--- config.mk ---
export PLATFORM = sky130hd
export DESIGN_NAME = decode_stage
export DESIGN_NICKNAME = d
export VERILOG_FILES = /design/src/hw/mips_isa_pkg.sv /design/src/hw/decode_ctrl_pkg.sv /design/src/hw/cop0_if.sv /design/src/hw/pipe_stage.sv /design/src/hw/main_decoder.sv /design/src/hw/cop0_status.sv /design/src/hw/decode_stage.sv
export SDC_FILE = /design/constraint.sdc
export NUM_CORES = 1
export LEC_CHECK = 0
export ABC_AREA = 1
export BUFFER_PORTS_ARGS = -buffer_cell sky130_fd_sc_hd__buf_2
export CAP_MARGIN = 15
export CORE_ASPECT_RATIO = 1.25
export CORE_UTILIZATION = 35
export CTS_CLUSTER_DIAMETER = 100
export DETAILED_ROUTE_END_ITERATION = 10
export REMOVE_ABC_BUFFERS = 1
export SYNTH_ARGS = -nofsm -noshare
export SYNTH_HDL_FRONTEND = slang
export SYNTH_SLANG_ARGS = --single-unit
--- constraint.sdc ---
create_clock -name clk -period 2.1 [get_ports clk]
set_clock_uncertainty 0.15 [all_clocks]
set_input_delay 0.21 -clock clk [delete_from_list [all_inputs] [get_ports clk]]
set_output_delay 0.21 -clock clk [all_outputs]
set_load 0.005 [all_outputs]
--- src/hw/mips_isa_pkg.sv ---
`default_nettype none

package mips_isa_pkg;

	localparam int instr_w = 32;
	localparam int addr_w = 32;
	localparam int opcode_w = 6;
	localparam int funct_w = 6;

	// where the opcode and funct fields sit in the instruction word
	localparam int opcode_lsb = 26;
	localparam int funct_lsb = 0;

	localparam logic [opcode_w-1:0] op_rtype = 6'd0;
	localparam logic [opcode_w-1:0] op_j = 6'd2;
	localparam logic [opcode_w-1:0] op_jal = 6'd3;
	localparam logic [opcode_w-1:0] op_beq = 6'd4;
	localparam logic [opcode_w-1:0] op_bne = 6'd5;
	localparam logic [opcode_w-1:0] op_addi = 6'd8;
	localparam logic [opcode_w-1:0] op_slti = 6'd10;
	localparam logic [opcode_w-1:0] op_andi = 6'd12;
	localparam logic [opcode_w-1:0] op_ori = 6'd13;
	localparam logic [opcode_w-1:0] op_xori = 6'd14;
	localparam logic [opcode_w-1:0] op_lui = 6'd15;

	// coprocessor 0 operations use a private encoding, not the MIPS COP0 major opcode
	localparam logic [opcode_w-1:0] op_mfc0 = 6'd16;
	localparam logic [opcode_w-1:0] op_mtc0 = 6'd17;
	localparam logic [opcode_w-1:0] op_eret = 6'd18;

	localparam logic [opcode_w-1:0] op_lw = 6'd35;
	localparam logic [opcode_w-1:0] op_sw = 6'd43;

	localparam logic [funct_w-1:0] fn_jr = 6'd8;
	localparam logic [funct_w-1:0] fn_syscall = 6'd12;

endpackage

`default_nettype wire

--- src/hw/decode_ctrl_pkg.sv ---
`default_nettype none

package decode_ctrl_pkg;

	typedef logic [mips_isa_pkg::addr_w-1:0] pc_t;

	typedef enum logic {
		mode_user = 1'b0,
		mode_kernel = 1'b1
	} cpu_mode_e;

	typedef enum logic [1:0] {
		exc_none = 2'd0,
		exc_ri = 2'd1,
		exc_sys = 2'd2
	} exc_cause_e;

	// one bit per datapath control, the order is the one the later stages expect
	typedef struct packed {
		logic regwrite;
		logic memtoreg;
		logic memread;
		logic memwrite;
		logic isbranch;
		logic isjump;
		logic jumpdst;
		logic islink;
		logic regdst;
		logic aluop;
		logic alu_s;
		logic alu_t;
		logic cowrite;
		logic c0dst;
		logic is_eret;
	} ctrl_word_t;

	typedef struct packed {
		logic [mips_isa_pkg::instr_w-1:0] instr;
		pc_t pc;
	} fetch_pkt_t;

	typedef struct packed {
		pc_t pc;
		ctrl_word_t ctrl;
		exc_cause_e cause;
	} decoded_pkt_t;

endpackage

`default_nettype wire

--- src/hw/cop0_if.sv ---
`timescale 1ns/10ps
`default_nettype none

interface cop0_if;
	import decode_ctrl_pkg::*;

	// handshake between the fetch register and the decoded register
	logic dec_valid;
	logic dec_ready;

	pc_t pc;
	exc_cause_e cause;
	logic is_eret;
	cpu_mode_e cpu_mode;

	modport decoder (
		input cpu_mode,
		output pc, cause, is_eret
	);

	modport status (
		input dec_valid, dec_ready, pc, cause, is_eret,
		output cpu_mode
	);

endinterface

`default_nettype wire

--- src/hw/pipe_stage.sv ---
`timescale 1ns/10ps
`default_nettype none

module pipe_stage #(
	parameter type payload_t = logic
) (
	input wire clk,
	input wire rst_n,
	input wire in_valid,
	output logic in_ready,
	input wire payload_t in_data,
	output logic out_valid,
	input wire out_ready,
	output payload_t out_data
);

	logic valid_q;
	payload_t data_q;
	logic in_fire;

	// a full slot can still take a new beat when the old one leaves this cycle
	assign in_ready = !valid_q || out_ready;
	assign in_fire = in_valid && in_ready;

	always_ff @(posedge clk or negedge rst_n) begin
		if (!rst_n) begin
			valid_q <= 1'b0;
		end else if (in_fire) begin
			valid_q <= 1'b1;
		end else if (out_ready) begin
			valid_q <= 1'b0;
		end
	end

	always_ff @(posedge clk) begin
		if (in_fire) begin
			data_q <= in_data;
		end
	end

	assign out_valid = valid_q;
	assign out_data = data_q;

endmodule

`default_nettype wire

--- src/hw/main_decoder.sv ---
`timescale 1ns/10ps
`default_nettype none

module main_decoder (
	input wire decode_ctrl_pkg::fetch_pkt_t fetch,
	output decode_ctrl_pkg::decoded_pkt_t decoded,
	cop0_if.decoder c0
);
	import mips_isa_pkg::*;
	import decode_ctrl_pkg::*;

	logic [opcode_w-1:0] opcode;
	logic [funct_w-1:0] funct;
	logic kernel;
	ctrl_word_t ctrl;
	exc_cause_e cause;

	assign opcode = fetch.instr[opcode_lsb +: opcode_w];
	assign funct = fetch.instr[funct_lsb +: funct_w];
	assign kernel = (c0.cpu_mode == mode_kernel);

	always_comb begin
		ctrl = '0;
		cause = exc_none;
		case (opcode)
			op_rtype: begin
				case (funct)
					fn_jr: begin
						ctrl.isjump = 1'b1;
						ctrl.jumpdst = 1'b1;
					end
					fn_syscall: begin
						cause = exc_sys;
					end
					default: begin
						ctrl.regwrite = 1'b1;
						ctrl.regdst = 1'b1;
					end
				endcase
			end
			op_addi, op_slti, op_andi, op_ori, op_xori, op_lui: begin
				ctrl.regwrite = 1'b1;
				ctrl.alu_t = 1'b1;
				ctrl.aluop = 1'b1;
			end
			op_lw: begin
				ctrl.regwrite = 1'b1;
				ctrl.memtoreg = 1'b1;
				ctrl.memread = 1'b1;
				ctrl.alu_t = 1'b1;
				ctrl.aluop = 1'b1;
			end
			op_sw: begin
				ctrl.memwrite = 1'b1;
				ctrl.alu_t = 1'b1;
				ctrl.aluop = 1'b1;
			end
			op_j: begin
				ctrl.isjump = 1'b1;
				ctrl.aluop = 1'b1;
			end
			op_jal: begin
				ctrl.regwrite = 1'b1;
				ctrl.isjump = 1'b1;
				ctrl.islink = 1'b1;
				ctrl.aluop = 1'b1;
			end
			op_beq, op_bne: begin
				ctrl.isbranch = 1'b1;
				ctrl.aluop = 1'b1;
			end
			// the privileged group is only legal in kernel mode
			op_mfc0: begin
				ctrl.regwrite = 1'b1;
				ctrl.alu_s = 1'b1;
				ctrl.aluop = 1'b1;
				cause = kernel ? exc_none : exc_ri;
			end
			op_mtc0: begin
				ctrl.c0dst = 1'b1;
				ctrl.cowrite = 1'b1;
				ctrl.aluop = 1'b1;
				cause = kernel ? exc_none : exc_ri;
			end
			op_eret: begin
				ctrl.is_eret = 1'b1;
				cause = kernel ? exc_none : exc_ri;
			end
			default: begin
				cause = exc_ri;
			end
		endcase
	end

	// a faulting instruction carries no datapath controls at all
	assign decoded.pc = fetch.pc;
	assign decoded.ctrl = (cause == exc_none) ? ctrl : '0;
	assign decoded.cause = cause;

	assign c0.pc = fetch.pc;
	assign c0.cause = cause;
	assign c0.is_eret = decoded.ctrl.is_eret;

endmodule

`default_nettype wire

--- src/hw/cop0_status.sv ---
`timescale 1ns/10ps
`default_nettype none

module cop0_status (
	input wire clk,
	input wire rst_n,
	cop0_if.status c0,
	output logic [mips_isa_pkg::addr_w-1:0] epc,
	output decode_ctrl_pkg::cpu_mode_e cpu_mode
);
	import decode_ctrl_pkg::*;

	logic commit;

	// the state only moves when the decoded instruction enters the output register
	assign commit = c0.dec_valid && c0.dec_ready;

	always_ff @(posedge clk or negedge rst_n) begin
		if (!rst_n) begin
			cpu_mode <= mode_kernel;
			epc <= '0;
		end else if (commit) begin
			if (c0.cause != exc_none) begin
				cpu_mode <= mode_kernel;
				epc <= c0.pc;
			end else if (c0.is_eret) begin
				cpu_mode <= mode_user;
			end
		end
	end

	assign c0.cpu_mode = cpu_mode;

endmodule

`default_nettype wire

--- src/hw/decode_stage.sv ---
`timescale 1ns/10ps
`default_nettype none

module decode_stage (
	input wire clk,
	input wire rst_n,
	input wire in_valid,
	output logic in_ready,
	input wire [mips_isa_pkg::instr_w-1:0] in_instr,
	input wire [mips_isa_pkg::addr_w-1:0] in_pc,
	output logic out_valid,
	input wire out_ready,
	output logic [mips_isa_pkg::addr_w-1:0] out_pc,
	output decode_ctrl_pkg::ctrl_word_t out_ctrl,
	output decode_ctrl_pkg::exc_cause_e out_cause,
	output decode_ctrl_pkg::cpu_mode_e cpu_mode,
	output logic [mips_isa_pkg::addr_w-1:0] epc
);
	import decode_ctrl_pkg::*;

	fetch_pkt_t fetch_in;
	fetch_pkt_t fetch_q;
	decoded_pkt_t decoded;
	decoded_pkt_t dec_q;

	cop0_if c0_bus ();

	assign fetch_in.instr = in_instr;
	assign fetch_in.pc = in_pc;

	pipe_stage #(.payload_t(fetch_pkt_t)) u_fetch_reg (
		.clk(clk),
		.rst_n(rst_n),
		.in_valid(in_valid),
		.in_ready(in_ready),
		.in_data(fetch_in),
		.out_valid(c0_bus.dec_valid),
		.out_ready(c0_bus.dec_ready),
		.out_data(fetch_q)
	);

	main_decoder u_decoder (
		.fetch(fetch_q),
		.decoded(decoded),
		.c0(c0_bus.decoder)
	);

	cop0_status u_cop0 (
		.clk(clk),
		.rst_n(rst_n),
		.c0(c0_bus.status),
		.epc(epc),
		.cpu_mode(cpu_mode)
	);

	pipe_stage #(.payload_t(decoded_pkt_t)) u_dec_reg (
		.clk(clk),
		.rst_n(rst_n),
		.in_valid(c0_bus.dec_valid),
		.in_ready(c0_bus.dec_ready),
		.in_data(decoded),
		.out_valid(out_valid),
		.out_ready(out_ready),
		.out_data(dec_q)
	);

	assign out_pc = dec_q.pc;
	assign out_ctrl = dec_q.ctrl;
	assign out_cause = dec_q.cause;

endmodule

`default_nettype wire

[After elaboration in Yosys (flattened, before gate mapping)]
Index checks and enable logic that the tools add are counted.
W data, S select, Z words.
Word-level totals
  input port bits: 68
  bits in registers: 148
  logic and storage cells: 86
  output and inout bits: 84
Operators by class
  muxes and demuxes: 23
  equality and inequality tests: 17
  reductions and logical operators: 23
Operator list (number)
  $eq A6 B4 Y1 const B: 8
  $eq A6 B5 Y1 const B: 3
  $mux W1: 16
  $reduce_or A14 Y1: 1
  $eq A6 B2 Y1 const B: 2
  $eq A6 B3 Y1 const B: 2
  $eq A6 B6 Y1 const B: 2
  $reduce_or A12 Y1: 1
  $reduce_or A9 Y1: 1
  $mux W2: 4
  $reduce_bool A2 Y1: 4
  $reduce_or A8 Y1: 1
  $logic_not A6 Y1: 1
  $pmux W2 S3: 1
  $reduce_and A2 Y1: 3
  $reduce_or A2 Y1: 3
  $pmux W1 S2: 2
  $reduce_or A3 Y1: 1
  $logic_and A1 B1 Y1: 2
  $logic_not A1 Y1: 2
  $logic_not A2 Y1: 1
  $logic_or A1 B1 Y1: 2

[Depth between registers and ports, before layout]
Gate-level depths: netlist (run 1).
  word-level depth: 7
  depth in mapped cells: 11
  depth with buffers taken out: 10

[By module]
A second synthesis (run 1) with hierarchy kept.
Unflattened totals
  cell total of the unflattened synthesis: 418
  area total of the unflattened synthesis: 5751.8 um^2
By module, submodules not included
  pipe_stage (u_fetch_reg): instances 1, seq. area each 1946.9 um^2, cells an instance 70, area an instance 1966.9 um^2
  pipe_stage (u_dec_reg): instances 1, seq. area each 1496.4 um^2, cells an instance 55, area an instance 1516.5 um^2
  cop0_status: instances 1, seq. area each 827.0 um^2, cells an instance 148, area an instance 1383.8 um^2
  main_decoder: instances 1, seq. area each 0.0 um^2, cells an instance 145, area an instance 884.6 um^2

[Worst setup path after synthesis (run 1)]
OpenSTA, ideal clock, no wires.
  path type: reg-to-reg
  start: register u_dec_reg.valid_q, in the netlist u_dec_reg.out_valid
  end: register u_fetch_reg.data_q, in the netlist u_fetch_reg.out_data[0], enable pin
  period minus slack after synthesis: 2.021 ns
  path buffers: 0
  data required time: 1.552 ns
  cell stages (with the launch flop): 4
  slack: 0.079 ns
  setup time: 0.398 ns
  arrival: 1.472 ns
  cell sequence: dfrtp_1 > nand3_1 > nand2_1 > inv_1
On the way
  word-level cells in the longest chain between the ends: 4
Ends and longest elaborated chain
  from (decl): line pipe_stage.sv:17  | logic valid_q;
  from (signal assigned): line pipe_stage.sv:27  | valid_q <= 1'b0;
  from (signal assigned): line pipe_stage.sv:29  | valid_q <= 1'b1;
  from (signal assigned): line pipe_stage.sv:31  | valid_q <= 1'b0;
  $logic_not A1 Y1: line pipe_stage.sv:22  | assign in_ready = !valid_q || out_ready;
  $logic_or A1 B1 Y1 (2 in a row): line pipe_stage.sv:22
  via in_ready: line decode_stage.sv:8  | output logic in_ready,
  $logic_and A1 B1 Y1: line pipe_stage.sv:23  | assign in_fire = in_valid && in_ready;
  via u_fetch_reg.in_fire: line pipe_stage.sv:19  | logic in_fire;
  to (signal assigned): line pipe_stage.sv:37  | data_q <= in_data;
  to (decl): line pipe_stage.sv:18  | payload_t data_q;
The timed path passes the listed nets, and every way through them passes these cells.
A chain may end at the register's enable or synchronous reset.

[Worst setup path after layout (run 1)]
  start: register u_fetch_reg.data_q, in the netlist u_fetch_reg.out_data[61]
  end: register u_cop0.epc[28] in the netlist's numbering
On the way
  word-level cells in the longest chain between the ends: 5
  elaborated cells on any way between the ends: 21
  those cells by class: eq/ne (15); mux (1); reduce/logical (5)
Ends and longest elaborated chain
  $eq A6 B6 Y1, or another cell as far along: line main_decoder.sv:25  | case (opcode)
  $reduce_or A12 Y1 (no line) or $reduce_or A3 Y1 (tied branches)
  $pmux W2 S3 *: line main_decoder.sv:25
  $reduce_bool A2 Y1 *: line cop0_status.sv:23  | if (c0.cause != exc_none) begin
  $reduce_and A2 Y1 (no line) *
  to (signal assigned): line cop0_status.sv:25  | epc <= c0.pc;
  to (decl): line cop0_status.sv:8  | output logic [mips_isa_pkg::addr_w-1:0] epc,
Mark *: on every way between the ends. The rest lies on a longest branch, timed or not.

==> results of run 1 <==
-- report_power, final --
| group | internal (mW) | switching (mW) |
|---|---|---|
| Clock | 1.89 | 1.03 |
| Sequential | 3.11 | 0.173 |
| Combinational | 0.537 | 0.604 |
-- through the flow --
| stage | utilization [%] | hold slack (ns) | area (sq um) | std cells |
|---|---|---|---|---|
| after global routing | 52.4 | 0.294 | 6670 | 703 |
| after floorplan | - | -0.236 | 4440 | 306 |
| final | 52.4 | 0.261 | 6670 | 703 |
| after global placement | 42.6 | 0.151 | 5410 | 614 |
| after detailed placement | 42.6 | 0.155 | 5410 | 614 |
| after CTS | 51.0 | 0.256 | 6490 | 694 |
-- worst max-delay path, delay by kind of cell (launching register included) --
kind	cells	cell delay, ns
flops	1	0.48
buf+inv	2	0.26
simple gates	8	1.07
-- layout make-up --
cell class	count	area (sq um)	area share (%)
clock inverters	11	141	2.12
inverters	17	65.1	0.976
multi-input cells	163	810	12.1
flip-flops and latches	126	3610	54.1
repair buffers	197	1380	20.7
clock buffers	21	450	6.76
well taps	168	210	3.15
-- timing repair --
| item | 4_1_cts | 5_1_grt |
|---|---|---|
| setup endpoints to repair | 9 | 36 |
| resized for setup | 1 | 14 |
| hold buffers | 48 | 0 |
| pin swaps | 0 | 3 |
| endpoints found under the hold margin | 80 | 0 |
| setup buffers | 0 | 6 |
| cloned | 0 | 3 |
-- sequential cells by signal (all words and copies together), names as in the netlist --
name	cells
u_cop0.c0.cpu_mode	1
u_dec_reg.out_data	47
u_fetch_reg.out_valid	1
u_cop0.epc	32
u_fetch_reg.out_data	44
u_dec_reg.out_valid	1
-- worst max-delay path by stage --
| stage | end | from | depth (start not counted) | slack (ns) |
|---|---|---|---|---|
| 6_report | u_cop0.epc[28] | u_fetch_reg.out_data[61] | 10 | 0.08 |
| 5_1_grt | u_cop0.epc[30] | u_fetch_reg.out_data[58] | 9 | -0.05 |
| 4_1_cts | u_cop0.epc[21] | u_fetch_reg.out_data[63] | 10 | 0.06 |
| 3_5_place_dp | u_cop0.epc[5] | u_fetch_reg.out_data[63] | 10 | -0.0007 |
| 3_3_place_gp | u_cop0.epc[23] | u_fetch_reg.out_data[63] | 10 | 0.06 |
| 2_1_floorplan | u_cop0.epc[0] | u_dec_reg.out_valid | 6 | -1.28 |
-- layout by cell type, fill, tap and decap left out, types with 9 or more instances in the layout --
cell           count
edfxtp_1          91
nand2_1           82
nand3_2            9
buf_4             10
inv_1             12
clkbuf_16         20
dlygate4sd3_1     48
buf_2            131
dfrtp_1           34
nor2_1            17
nand3_1           31
-- cell families (layout without fill, tap and decap cells) --
group	count (synthesis)	count (layout)	synth area share [%]
and+or+nand+nor	159	159	16.4
DFF	126	126	79.2
buffers and inverters	29	246	3.95
AOI/OAI and AO/OA	4	4	0.494
-- per-layer routing --
metal	GRT usage (%)	part of all wire (%)	wire (um)	vias to the layer above
met3	5.08	6.2	649	9
met4	7.14	1.3	131	0
li1	-	-	-	1510
met5	0	0	0	-
met1	18.2	41	4320	1520
met2	25.5	51	5340	116
==> key figures, run 1 <==
STA
  – Final setup vio count: 0
  – Max Slew Vio Count: 0
  – Final hold vios: 0
  – Worst Tran Pin Value: 0.540 ns
  – Crit path time final: 2.02 ns
  – Total Neg Setup Slack: 0 ns
  – Worst setup margin: 0.0776 ns
  – Worst rel slew slack: 64.0%
  – Fin crit share: 96.3%
  – Max Freq: 494 MHz

Yosys
  – EDFF count, synth: 91
  – Syn Inst Count: 318
  – Area contributors post-synth: edfxtp_1 (60%), dfrtp_1 (19%), nand2_1 (6.8%)
  – Yosys top cell area share: 60.0%
  – Synth cell types: 27
  – Area leader, netlist: edfxtp_1
  – Most frequent cell after synthesis: edfxtp_1
  – Top_reg_cell synth: edfxtp_1
  – Sequential element share of the synthesized area: 79.2%
  – Yosys warns: 0
  – Most frequent cells after synthesis: edfxtp_1 (91), nand2_1 (83), dfrtp_1 (34), nand3_1 (32), nor2_1 (18)
  – Post-Syn Area: 4560 sq um
  – #FFs+latches synth: 126
  – FFs w/ async S/R, synth: 27.8%
  – Mean Syn Cell Area: 14.3 sq um

Place
  – # port buffers: 131
  – Worst slack, placed: -0.000717 ns
  – Routability cong.: 0.889
  – Hpwl dp: 6250 um

Clock tree
  – Worst skew pair latency: 0.40 ns
  – CTS tree: done
  – Maximum level of the CTS H-tree: 4
  – Cts bufs inserted: 17
  – TritonCTS Sinks: 126
  – Clk slew on worst S/H paths: 0.06 ns
  – Max Root-Sink Buffers: 2
  – Root Driver: clkbuf_16

Critical path
  – Register-to-Register Path Depth: 10
  – Worst r2r src: u_fetch_reg.out_data[61]
  – Reg-to-reg endpoint: u_cop0.epc[28]
  – Arr. time, crit path: 2.22 ns
  – CP Capture Type: flip-flop
  – CP cell instances: nor2_4, inv_2, nor3_4, nand2_2, nand3_2, nand3_4, nand2_8, clkbuf_16, nand2_1, nand2_1
  – Critical Path Fanout Max: 10
  – Required time worst endpoint: 2.29 ns
  – Flop2flop setup slack: 0.08 ns
  – Max stage delay on crit path: 0.48 ns
  – Class of the most critical setup path: flip-flop to flip-flop
  – Slowest CP cell: edfxtp_1
  – Most used cell, CP: nand2_1
  – CP Launch Type: flip-flop

Die
  – Cell Rows: 46
  – Die width: 104 um
  – Die ar.: 13500 sq um
  – Core box area: 12700 sq um
  – I/O pin cnt: 152
  – Initial Utilization: 35.8%
  – Die height: 130 um

Detailed routing
  – Post-Route WL: 10400 um
  – Vias/cell: 4.49
  – DR vias: 3155
  – Post-route DRC: 0
  – Post-DRT Antenna Nets: 0
  – Wire per inst: 14.8 um
  – Pre-antenna DRT Iters: 4
  – DRT iter0 DRCs: 121

Power
  – Peak supply drop: 0.477 mV
  – Pleak: 2.98 nW
  – Overall Power: 7.35 mW
  – Power per cell area: 1100 nW/um^2

Global routing
  – GRT Total Usage: 15.3%
  – Grt ovf: 0
  – Vias in the first global route: 3073
  – First-pass GRT wire length: 15400 um
  – Initial antenna violation count: 0
  – Largest net degree at the start of global routing: 42

Final layout
  – Nets: 590
  – Area Growth Syn to Fin: 46.3%
  – FILL cells: 1097
  – Antenna diode count: 0
  – Share of layout cells above drive strength 1: 37.9%

Worst hold path
  – Class of the worst hold path: input pin to async pin

Outcome
  – Result of the run: completed

Run
  – Maximum capacitance violations: 0
Note: power is estimated with default switching activity, not from simulation.
==> run 2, diff against run 1 <==
--- a/config.mk
+++ b/config.mk
@@ -5,7 +5,6 @@
 export SDC_FILE = /design/constraint.sdc
 export NUM_CORES = 1
 export LEC_CHECK = 0
-export ABC_AREA = 1
 export BUFFER_PORTS_ARGS = -buffer_cell sky130_fd_sc_hd__buf_2
 export CAP_MARGIN = 15
 export CORE_ASPECT_RATIO = 1.25
==> constraint.sdc (replaced) <==
create_clock -name clk -period 2.3 [get_ports clk]
set_clock_uncertainty 0.15 [all_clocks]
set_input_delay 0.23 -clock clk [delete_from_list [all_inputs] [get_ports clk]]
set_output_delay 0.23 -clock clk [all_outputs]
set_load 0.005 [all_outputs]
==> key figures, run 2 <==
Final layout
  – FILL cells: 1069 (was 1097)
  – Antenna diode count: 0 (unchanged)
  – Area Growth Syn to Fin: 43.9% (was 46.3%)
  – Max FFs per register: 47 (unchanged)
  – Most common cell after layout, fill and taps aside: buf_2 (unchanged)
  – Share of layout cells above drive strength 1: 49.2% (was 37.9%)
  – Final core occ: 52.0% (was 52.4%)
  – Most frequent cells in the layout: buf_2 (131), edfxtp_1 (91), dlygate4sd3_1 (48) (was buf_2 (131), edfxtp_1 (91), nand2_1 (82))
  – Nets: 508 (was 590)

Yosys
  – Post-Syn Area: 4620 sq um (was 4560 sq um)
  – Area leader, netlist: edfxtp_1 (unchanged)
  – Most frequent cell after synthesis: edfxtp_1 (unchanged)
  – Top_reg_cell synth: edfxtp_1 (unchanged)
  – Area contributors post-synth: edfxtp_1 (59%), dfrtp_1 (18%), mux2_4 (9.4%) (was edfxtp_1 (60%), dfrtp_1 (19%), nand2_1 (6.8%))
  – Mean Syn Cell Area: 19.5 sq um (was 14.3 sq um)
  – Most frequent cells after synthesis: edfxtp_1 (91), dfrtp_1 (34), mux2_4 (29), nor2_1 (13), nand2_1 (6) (was edfxtp_1 (91), nand2_1 (83), dfrtp_1 (34), nand3_1 (32), nor2_1 (18))
  – #FFs+latches synth: 126 (unchanged)
  – Synth cell types: 38 (was 27)
  – Yosys warns: 0 (unchanged)
  – EDFF count, synth: 91 (unchanged)
  – FFs w/ async S/R, synth: 27.8% (unchanged)
  – Syn Inst Count: 237 (was 318)
  – Sequential element share of the synthesized area: 78.1% (was 79.2%)
  – Yosys top cell area share: 59.1% (was 60.0%)

Clock tree
  – Worst skew pair latency: 0.41 ns (was 0.40 ns)
  – Maximum level of the CTS H-tree: 4 (unchanged)
  – Root Driver: clkbuf_16 (unchanged)
  – CTS tree: done (unchanged)
  – Clk slew on worst S/H paths: 0.05 ns (was 0.06 ns)
  – TritonCTS Sinks: 126 (unchanged)
  – Cts bufs inserted: 17 (unchanged)
  – Max Root-Sink Buffers: 2 (unchanged)

Critical path
  – CP Capture Type: flip-flop (unchanged)
  – Critical path depth: 6 (was 10)
  – Worst Path Buf+Inv: 1 (was 2)
  – Max stage delay on crit path: 0.44 ns (was 0.48 ns)
  – CP Launch Type: flip-flop (unchanged)
  – Crit. Startpoint: u_fetch_reg.out_data[59] (was u_fetch_reg.out_data[61])
  – Arr. time, crit path: 2.38 ns (was 2.22 ns)
  – Worst r2r src: u_fetch_reg.out_data[59] (was u_fetch_reg.out_data[61])
  – Required time worst endpoint: 2.45 ns (was 2.29 ns)
  – Delay-heaviest family, CP: compound AO/OA/AOI/OAI gates (was simple AND/OR/NAND/NOR gates)
  – Class of the most critical setup path: flip-flop to flip-flop (unchanged)
  – CP cell instances: nand2b_1, a2111oi_1, a211o_2, a31o_2, buf_12, mux2_2 (was nor2_4, inv_2, nor3_4, nand2_2, nand3_2, nand3_4, nand2_8, clkbuf_16, nand2_1, nand2_1)
  – Register-to-Register Path Depth: 6 (was 10)
  – Slowest CP cell: edfxtp_1 (unchanged)
  – Critical Path Fanout Max: 17 (was 10)

STA
  – Worst Tran Pin Value: 0.507 ns (was 0.540 ns)
  – Max Slew Vio Count: 0 (unchanged)
  – Final setup vio count: 0 (unchanged)
  – Worst rel slew slack: 66.2% (was 64.0%)
  – Hold slack: 0.256 ns (was 0.261 ns)
  – Final hold vios: 0 (unchanged)
  – Max Freq: 447 MHz (was 494 MHz)
  – Fin crit share: 97.2% (was 96.3%)
  – Crit path time final: 2.24 ns (was 2.02 ns)

Global routing
  – Largest net degree at the start of global routing: 45 (was 42)
  – Initial antenna violation count: 0 (unchanged)
  – Vias in the first global route: 2842 (was 3073)
  – GRT Total Usage: 14.5% (was 15.3%)
  – First-pass GRT wire length: 14700 um (was 15400 um)
  – Grt ovf: 0 (unchanged)

Detailed routing
  – DR vias: 2770 (was 3155)
  – Wire per inst: 15.0 um (was 14.8 um)
  – Post-DRT Antenna Nets: 0 (unchanged)
  – DRT iter0 DRCs: 103 (was 121)
  – Pre-antenna DRT Iters: 4 (unchanged)
  – Vias/cell: 4.46 (was 4.49)
  – Post-route DRC: 0 (unchanged)
  – Post-Route WL: 9350 um (was 10400 um)

Die
  – Die height: 130 um (about the same)
  – Die ar.: 13700 sq um (was 13500 sq um)
  – I/O pin cnt: 152 (unchanged)
  – Die width: 105 um (was 104 um)
  – Core box area: 12800 sq um (was 12700 sq um)
  – Initial Utilization: 36.2% (was 35.8%)
  – Cell Rows: 46 (unchanged)

Power
  – Overall Power: 6.42 mW (was 7.35 mW)
  – Peak supply drop: 0.525 mV (was 0.477 mV)
  – Power per cell area: 966 nW/um^2 (was 1100 nW/um^2)
  – Pleak: 2.83 nW (was 2.98 nW)

Place
  – Routability cong.: 0.869 (was 0.889)
  – # port buffers: 131 (unchanged)
  – Hpwl dp: 5900 um (was 6250 um)

Outcome
  – Result of the run: completed (unchanged)

Worst hold path
  – Class of the worst hold path: input pin to async pin (unchanged)

Run
  – Maximum capacitance violations: 0 (unchanged)
-- run 2: worst register-to-register path, cell delays in order (launching register included) --
cell and delay (ns):
edfxtp_1 0.44, nand2b_1 0.18, a2111oi_1 0.39, a211o_2 0.18, a31o_2 0.22, buf_12 0.20, mux2_2 0.36
-- run 2: power breakdown --
| group | switching (mW) | internal (mW) |
|---|---|---|
| logic | 0.315 | 0.466 |
| clock network | 0.934 | 1.86 |
| registers | 0.123 | 2.72 |
-- run 2: cells by family (layout without fill, tap and decap cells) --
logic type	count (synthesis)	in the layout	share of synthesized area [%]
AO/OA/AOI/OAI	16	16	2.44
multiplexers	32	32	10.2
buffers and inverters	16	232	3.19
AND/OR/NAND/NOR	47	47	6.12
flip-flops	126	126	78.1
-- run 2: routing by layer --
layer  GRT usage (%)  part of all wire [%]  up-vias
met5               0                     0        -
met4            8.78                   2.4        0
met3            5.95                   6.9       18
met2            23.7                    50      116
met1            16.1                    41     1340
li1                -                     -     1296
-- run 2: path summary, 6_finish.rpt --
path                                     endpoint  slack (ns)
min in group clk           u_dec_reg.out_data[41]        0.30
max                                u_cop0.epc[31]        0.06
min                                u_cop0.epc[12]        0.26
max reg2reg                        u_cop0.epc[31]        0.06
min reg2reg                u_dec_reg.out_data[41]        0.30
max in group asynchronous      u_cop0.c0.cpu_mode        1.37
-- run 2: layout make-up --
type	count	area, sq um	share of cell area (%)
inverter	5	18.8	0.282
timing repair buffer	195	1320	19.8
clock inverter	11	164	2.47
sequential	126	3610	54.3
tap	168	210	3.16
multi-input combinational	95	867	13.0
clock buffer	21	460	6.93
-- run 2: timing repair --
item / CTS / global route
hold endpoints to repair: 80 / 0
buffers inserted: 0 / 4
resized for setup: 0 / 1
setup endpoints to repair: 0 / 8
hold buffers: 48 / 0
-- run 2: stage by stage --
| step | setup WS, ns | std cells | cell area, sq um | setup TNS, ns |
|---|---|---|---|---|
| final | 0.0635 | 621 | 6650 | 0 |
| after global routing | -0.0501 | 621 | 6650 | -0.180 |
| after CTS | 0.0111 | 617 | 6620 | 0 |
| after detailed placement | 0.0243 | 537 | 5510 | 0 |
| after global placement | 0.0728 | 537 | 5510 | 0 |
| after floorplan | -0.830 | 226 | 4490 | -24.85 |
==> run 3, diff against run 2 <==
--- a/config.mk
+++ b/config.mk
@@ -11,6 +11,7 @@
 export CORE_UTILIZATION = 35
 export CTS_CLUSTER_DIAMETER = 100
 export DETAILED_ROUTE_END_ITERATION = 10
+export RECOVER_POWER = 25
 export REMOVE_ABC_BUFFERS = 1
 export SYNTH_ARGS = -nofsm -noshare
 export SYNTH_HDL_FRONTEND = slang
==> key figures, run 3 (synthesis results as in run 2) <==
Final layout
  – Nets: 508 (unchanged)
  – Most frequent cells in the layout: buf_2 (131), edfxtp_1 (91), dlygate4sd3_1 (48) (unchanged)
  – Most common cell after layout, fill and taps aside: buf_2 (unchanged)
  – Post-Layout Inst Area: 6650 sq um (about the same)
  – Share of layout cells above drive strength 1: 49.2% (unchanged)
  – Max FFs per register: 47 (unchanged)
  – Antenna diode count: 0 (unchanged)
  – Area Growth Syn to Fin: 43.8% (was 43.9%)

STA
  – Final setup vio count: 0 (unchanged)
  – Crit path time final: 2.24 ns (about the same)
  – Worst rel slew slack: 34.4% (was 66.2%)
  – Final hold vios: 0 (unchanged)
  – Max Freq: 447 MHz (about the same)
  – Max Slew Vio Count: 0 (unchanged)
  – Fin crit share: 97.2% (about the same)
  – Hold slack: 0.299 ns (was 0.256 ns)
  – Worst Tran Pin Value: 0.984 ns (was 0.507 ns)

Place
  – Dpl cell area: 5510 sq um (unchanged)
  – Routability cong.: 0.869 (unchanged)
  – Hpwl dp: 5900 um (unchanged)
  – # port buffers: 131 (unchanged)

Detailed routing
  – Wire per inst: 15.1 um (was 15.0 um)
  – DRT iter0 DRCs: 103 (unchanged)
  – Post-route DRC: 0 (unchanged)
  – DR vias: 2772 (was 2770)
  – Pre-antenna DRT Iters: 4 (unchanged)
  – Post-Route WL: 9350 um (about the same)
  – Vias/cell: 4.46 (about the same)
  – Post-DRT Antenna Nets: 0 (unchanged)

Worst hold path
  – Min-Delay Endpoint: u_dec_reg.out_data[41]
  – Class of the worst hold path: flip-flop to flip-flop (was input pin to async pin)
  – Worst Min Path Start: u_fetch_reg.out_data[24]
  – WHS Path Cells: 0

Global routing
  – Largest net degree at the start of global routing: 45 (unchanged)
  – Grt ovf: 0 (unchanged)
  – Routing usage on met2: 23.7% (unchanged)
  – Vias in the first global route: 2842 (unchanged)
  – Initial antenna violation count: 0 (unchanged)
  – Met1 GRT Util: 16.1% (unchanged)
  – First-pass GRT wire length: 14700 um (unchanged)
  – Met3 usage: 5.95% (unchanged)
  – Global routing's busiest layer: met2 (unchanged)
  – GRT Total Usage: 14.5% (unchanged)

Clock tree
  – Root Driver: clkbuf_16 (unchanged)
  – CTS tree: done (unchanged)
  – Clk slew on worst S/H paths: 0.05 ns (about the same)
  – Maximum level of the CTS H-tree: 4 (unchanged)
  – Worst skew pair latency: 0.41 ns (about the same)
  – TritonCTS Sinks: 126 (unchanged)
  – Max Root-Sink Buffers: 2 (unchanged)
  – Cts bufs inserted: 17 (unchanged)

Critical path
  – Reg-to-reg endpoint: u_cop0.epc[31] (unchanged)
  – Worst r2r src: u_fetch_reg.out_data[59] (unchanged)
  – Slowest CP cell: edfxtp_1 (unchanged)
  – CP Launch Type: flip-flop (unchanged)
  – Flop2flop setup slack: 0.06 ns (about the same)
  – Required time worst endpoint: 2.45 ns (about the same)
  – Critical Path Fanout Max: 17 (unchanged)
  – Register-to-Register Path Depth: 6 (unchanged)
  – Worst Path Buf+Inv: 1 (unchanged)
  – CP Capture Type: flip-flop (unchanged)
  – Critical path depth: 6 (unchanged)
  – Delay-heaviest family, CP: compound AO/OA/AOI/OAI gates (unchanged)
  – Arr. time, crit path: 2.38 ns (about the same)
  – Class of the most critical setup path: flip-flop to flip-flop (unchanged)
  – CP cell instances: nand2b_1, a2111oi_1, a211o_2, a31o_2, buf_12, mux2_2 (unchanged)
  – Max stage delay on crit path: 0.44 ns (about the same)

Power
  – Overall Power: 6.42 mW (about the same)
  – Power per cell area: 966 nW/um^2 (about the same)
  – Pleak: 2.83 nW (about the same)
  – Peak supply drop: 0.524 mV (was 0.525 mV)

Outcome
  – Result of the run: completed (unchanged)

Die
  – Die ar.: 13700 sq um (unchanged)
  – Cell Rows: 46 (unchanged)
  – Die width: 105 um (unchanged)
  – Initial Utilization: 36.2% (unchanged)
  – Die height: 130 um (unchanged)
  – Core box area: 12800 sq um (unchanged)
  – I/O pin cnt: 152 (unchanged)

Run
  – Maximum capacitance violations: 0 (unchanged)
-- run 3: worst max path at each step --
stage	startpoint	to	slack [ns]
final	u_fetch_reg.out_data[59]	u_cop0.epc[31]	0.06
after global routing	u_fetch_reg.out_data[59]	u_cop0.epc[1]	-0.05
after CTS	u_fetch_reg.out_data[59]	u_cop0.epc[1]	0.01
after detailed placement	u_fetch_reg.out_data[59]	u_cop0.epc[31]	0.02
after global placement	u_fetch_reg.out_data[59]	u_cop0.epc[0]	0.07
after floorplan	u_fetch_reg.out_data[59]	u_cop0.epc[0]	-0.83
-- run 3: layout make-up --
cell class              instances  area (sq um)
well taps                     168           210
repair buffers                195          1320
multi-input cells              95           867
clock buffers                  21           460
fillers                      1070          6130
inverters                       5          18.8
clock inverters                11           164
flip-flops and latches        126          3610
-- run 3: stage by stage --
step | setup slack [ns] | util (%) | setup TNS (ns) | std cells
after detailed placement | 0.0243 | 43.1 | 0 | 537
after global routing | -0.0501 | 52.0 | -0.180 | 621
after floorplan | -0.830 | - | -24.85 | 226
after global placement | 0.0728 | 43.1 | 0 | 537
after CTS | 0.0111 | 51.8 | 0 | 617
final | 0.0636 | 52.0 | 0 | 621
-- run 3: what timing repair did --
action                     in CTS  in global routing
setup endpoints to repair       0                  8
hold endpoints to repair       80                  0
resized for setup               0                  1
hold buffers                   48                  0
buffers inserted                0                  4
-- run 3: power by group --
part / total, mW / switching, mW / internal, mW / leakage, nW
combinational: 0.780 / 0.315 / 0.465 / 1.25
clock: 2.79 / 0.934 / 1.86 / 0.293
sequential: 2.85 / 0.123 / 2.72 / 1.29
total: 6.42 / 1.37 / 5.05 / 2.83
-- run 3: metal layers --
| metal | share of wire, % | up-vias |
|---|---|---|
| li1 | - | 1296 |
| met1 | 41 | 1342 |
| met2 | 50 | 116 |
| met3 | 6.9 | 18 |
| met4 | 2.4 | 0 |
| met5 | 0 | - |
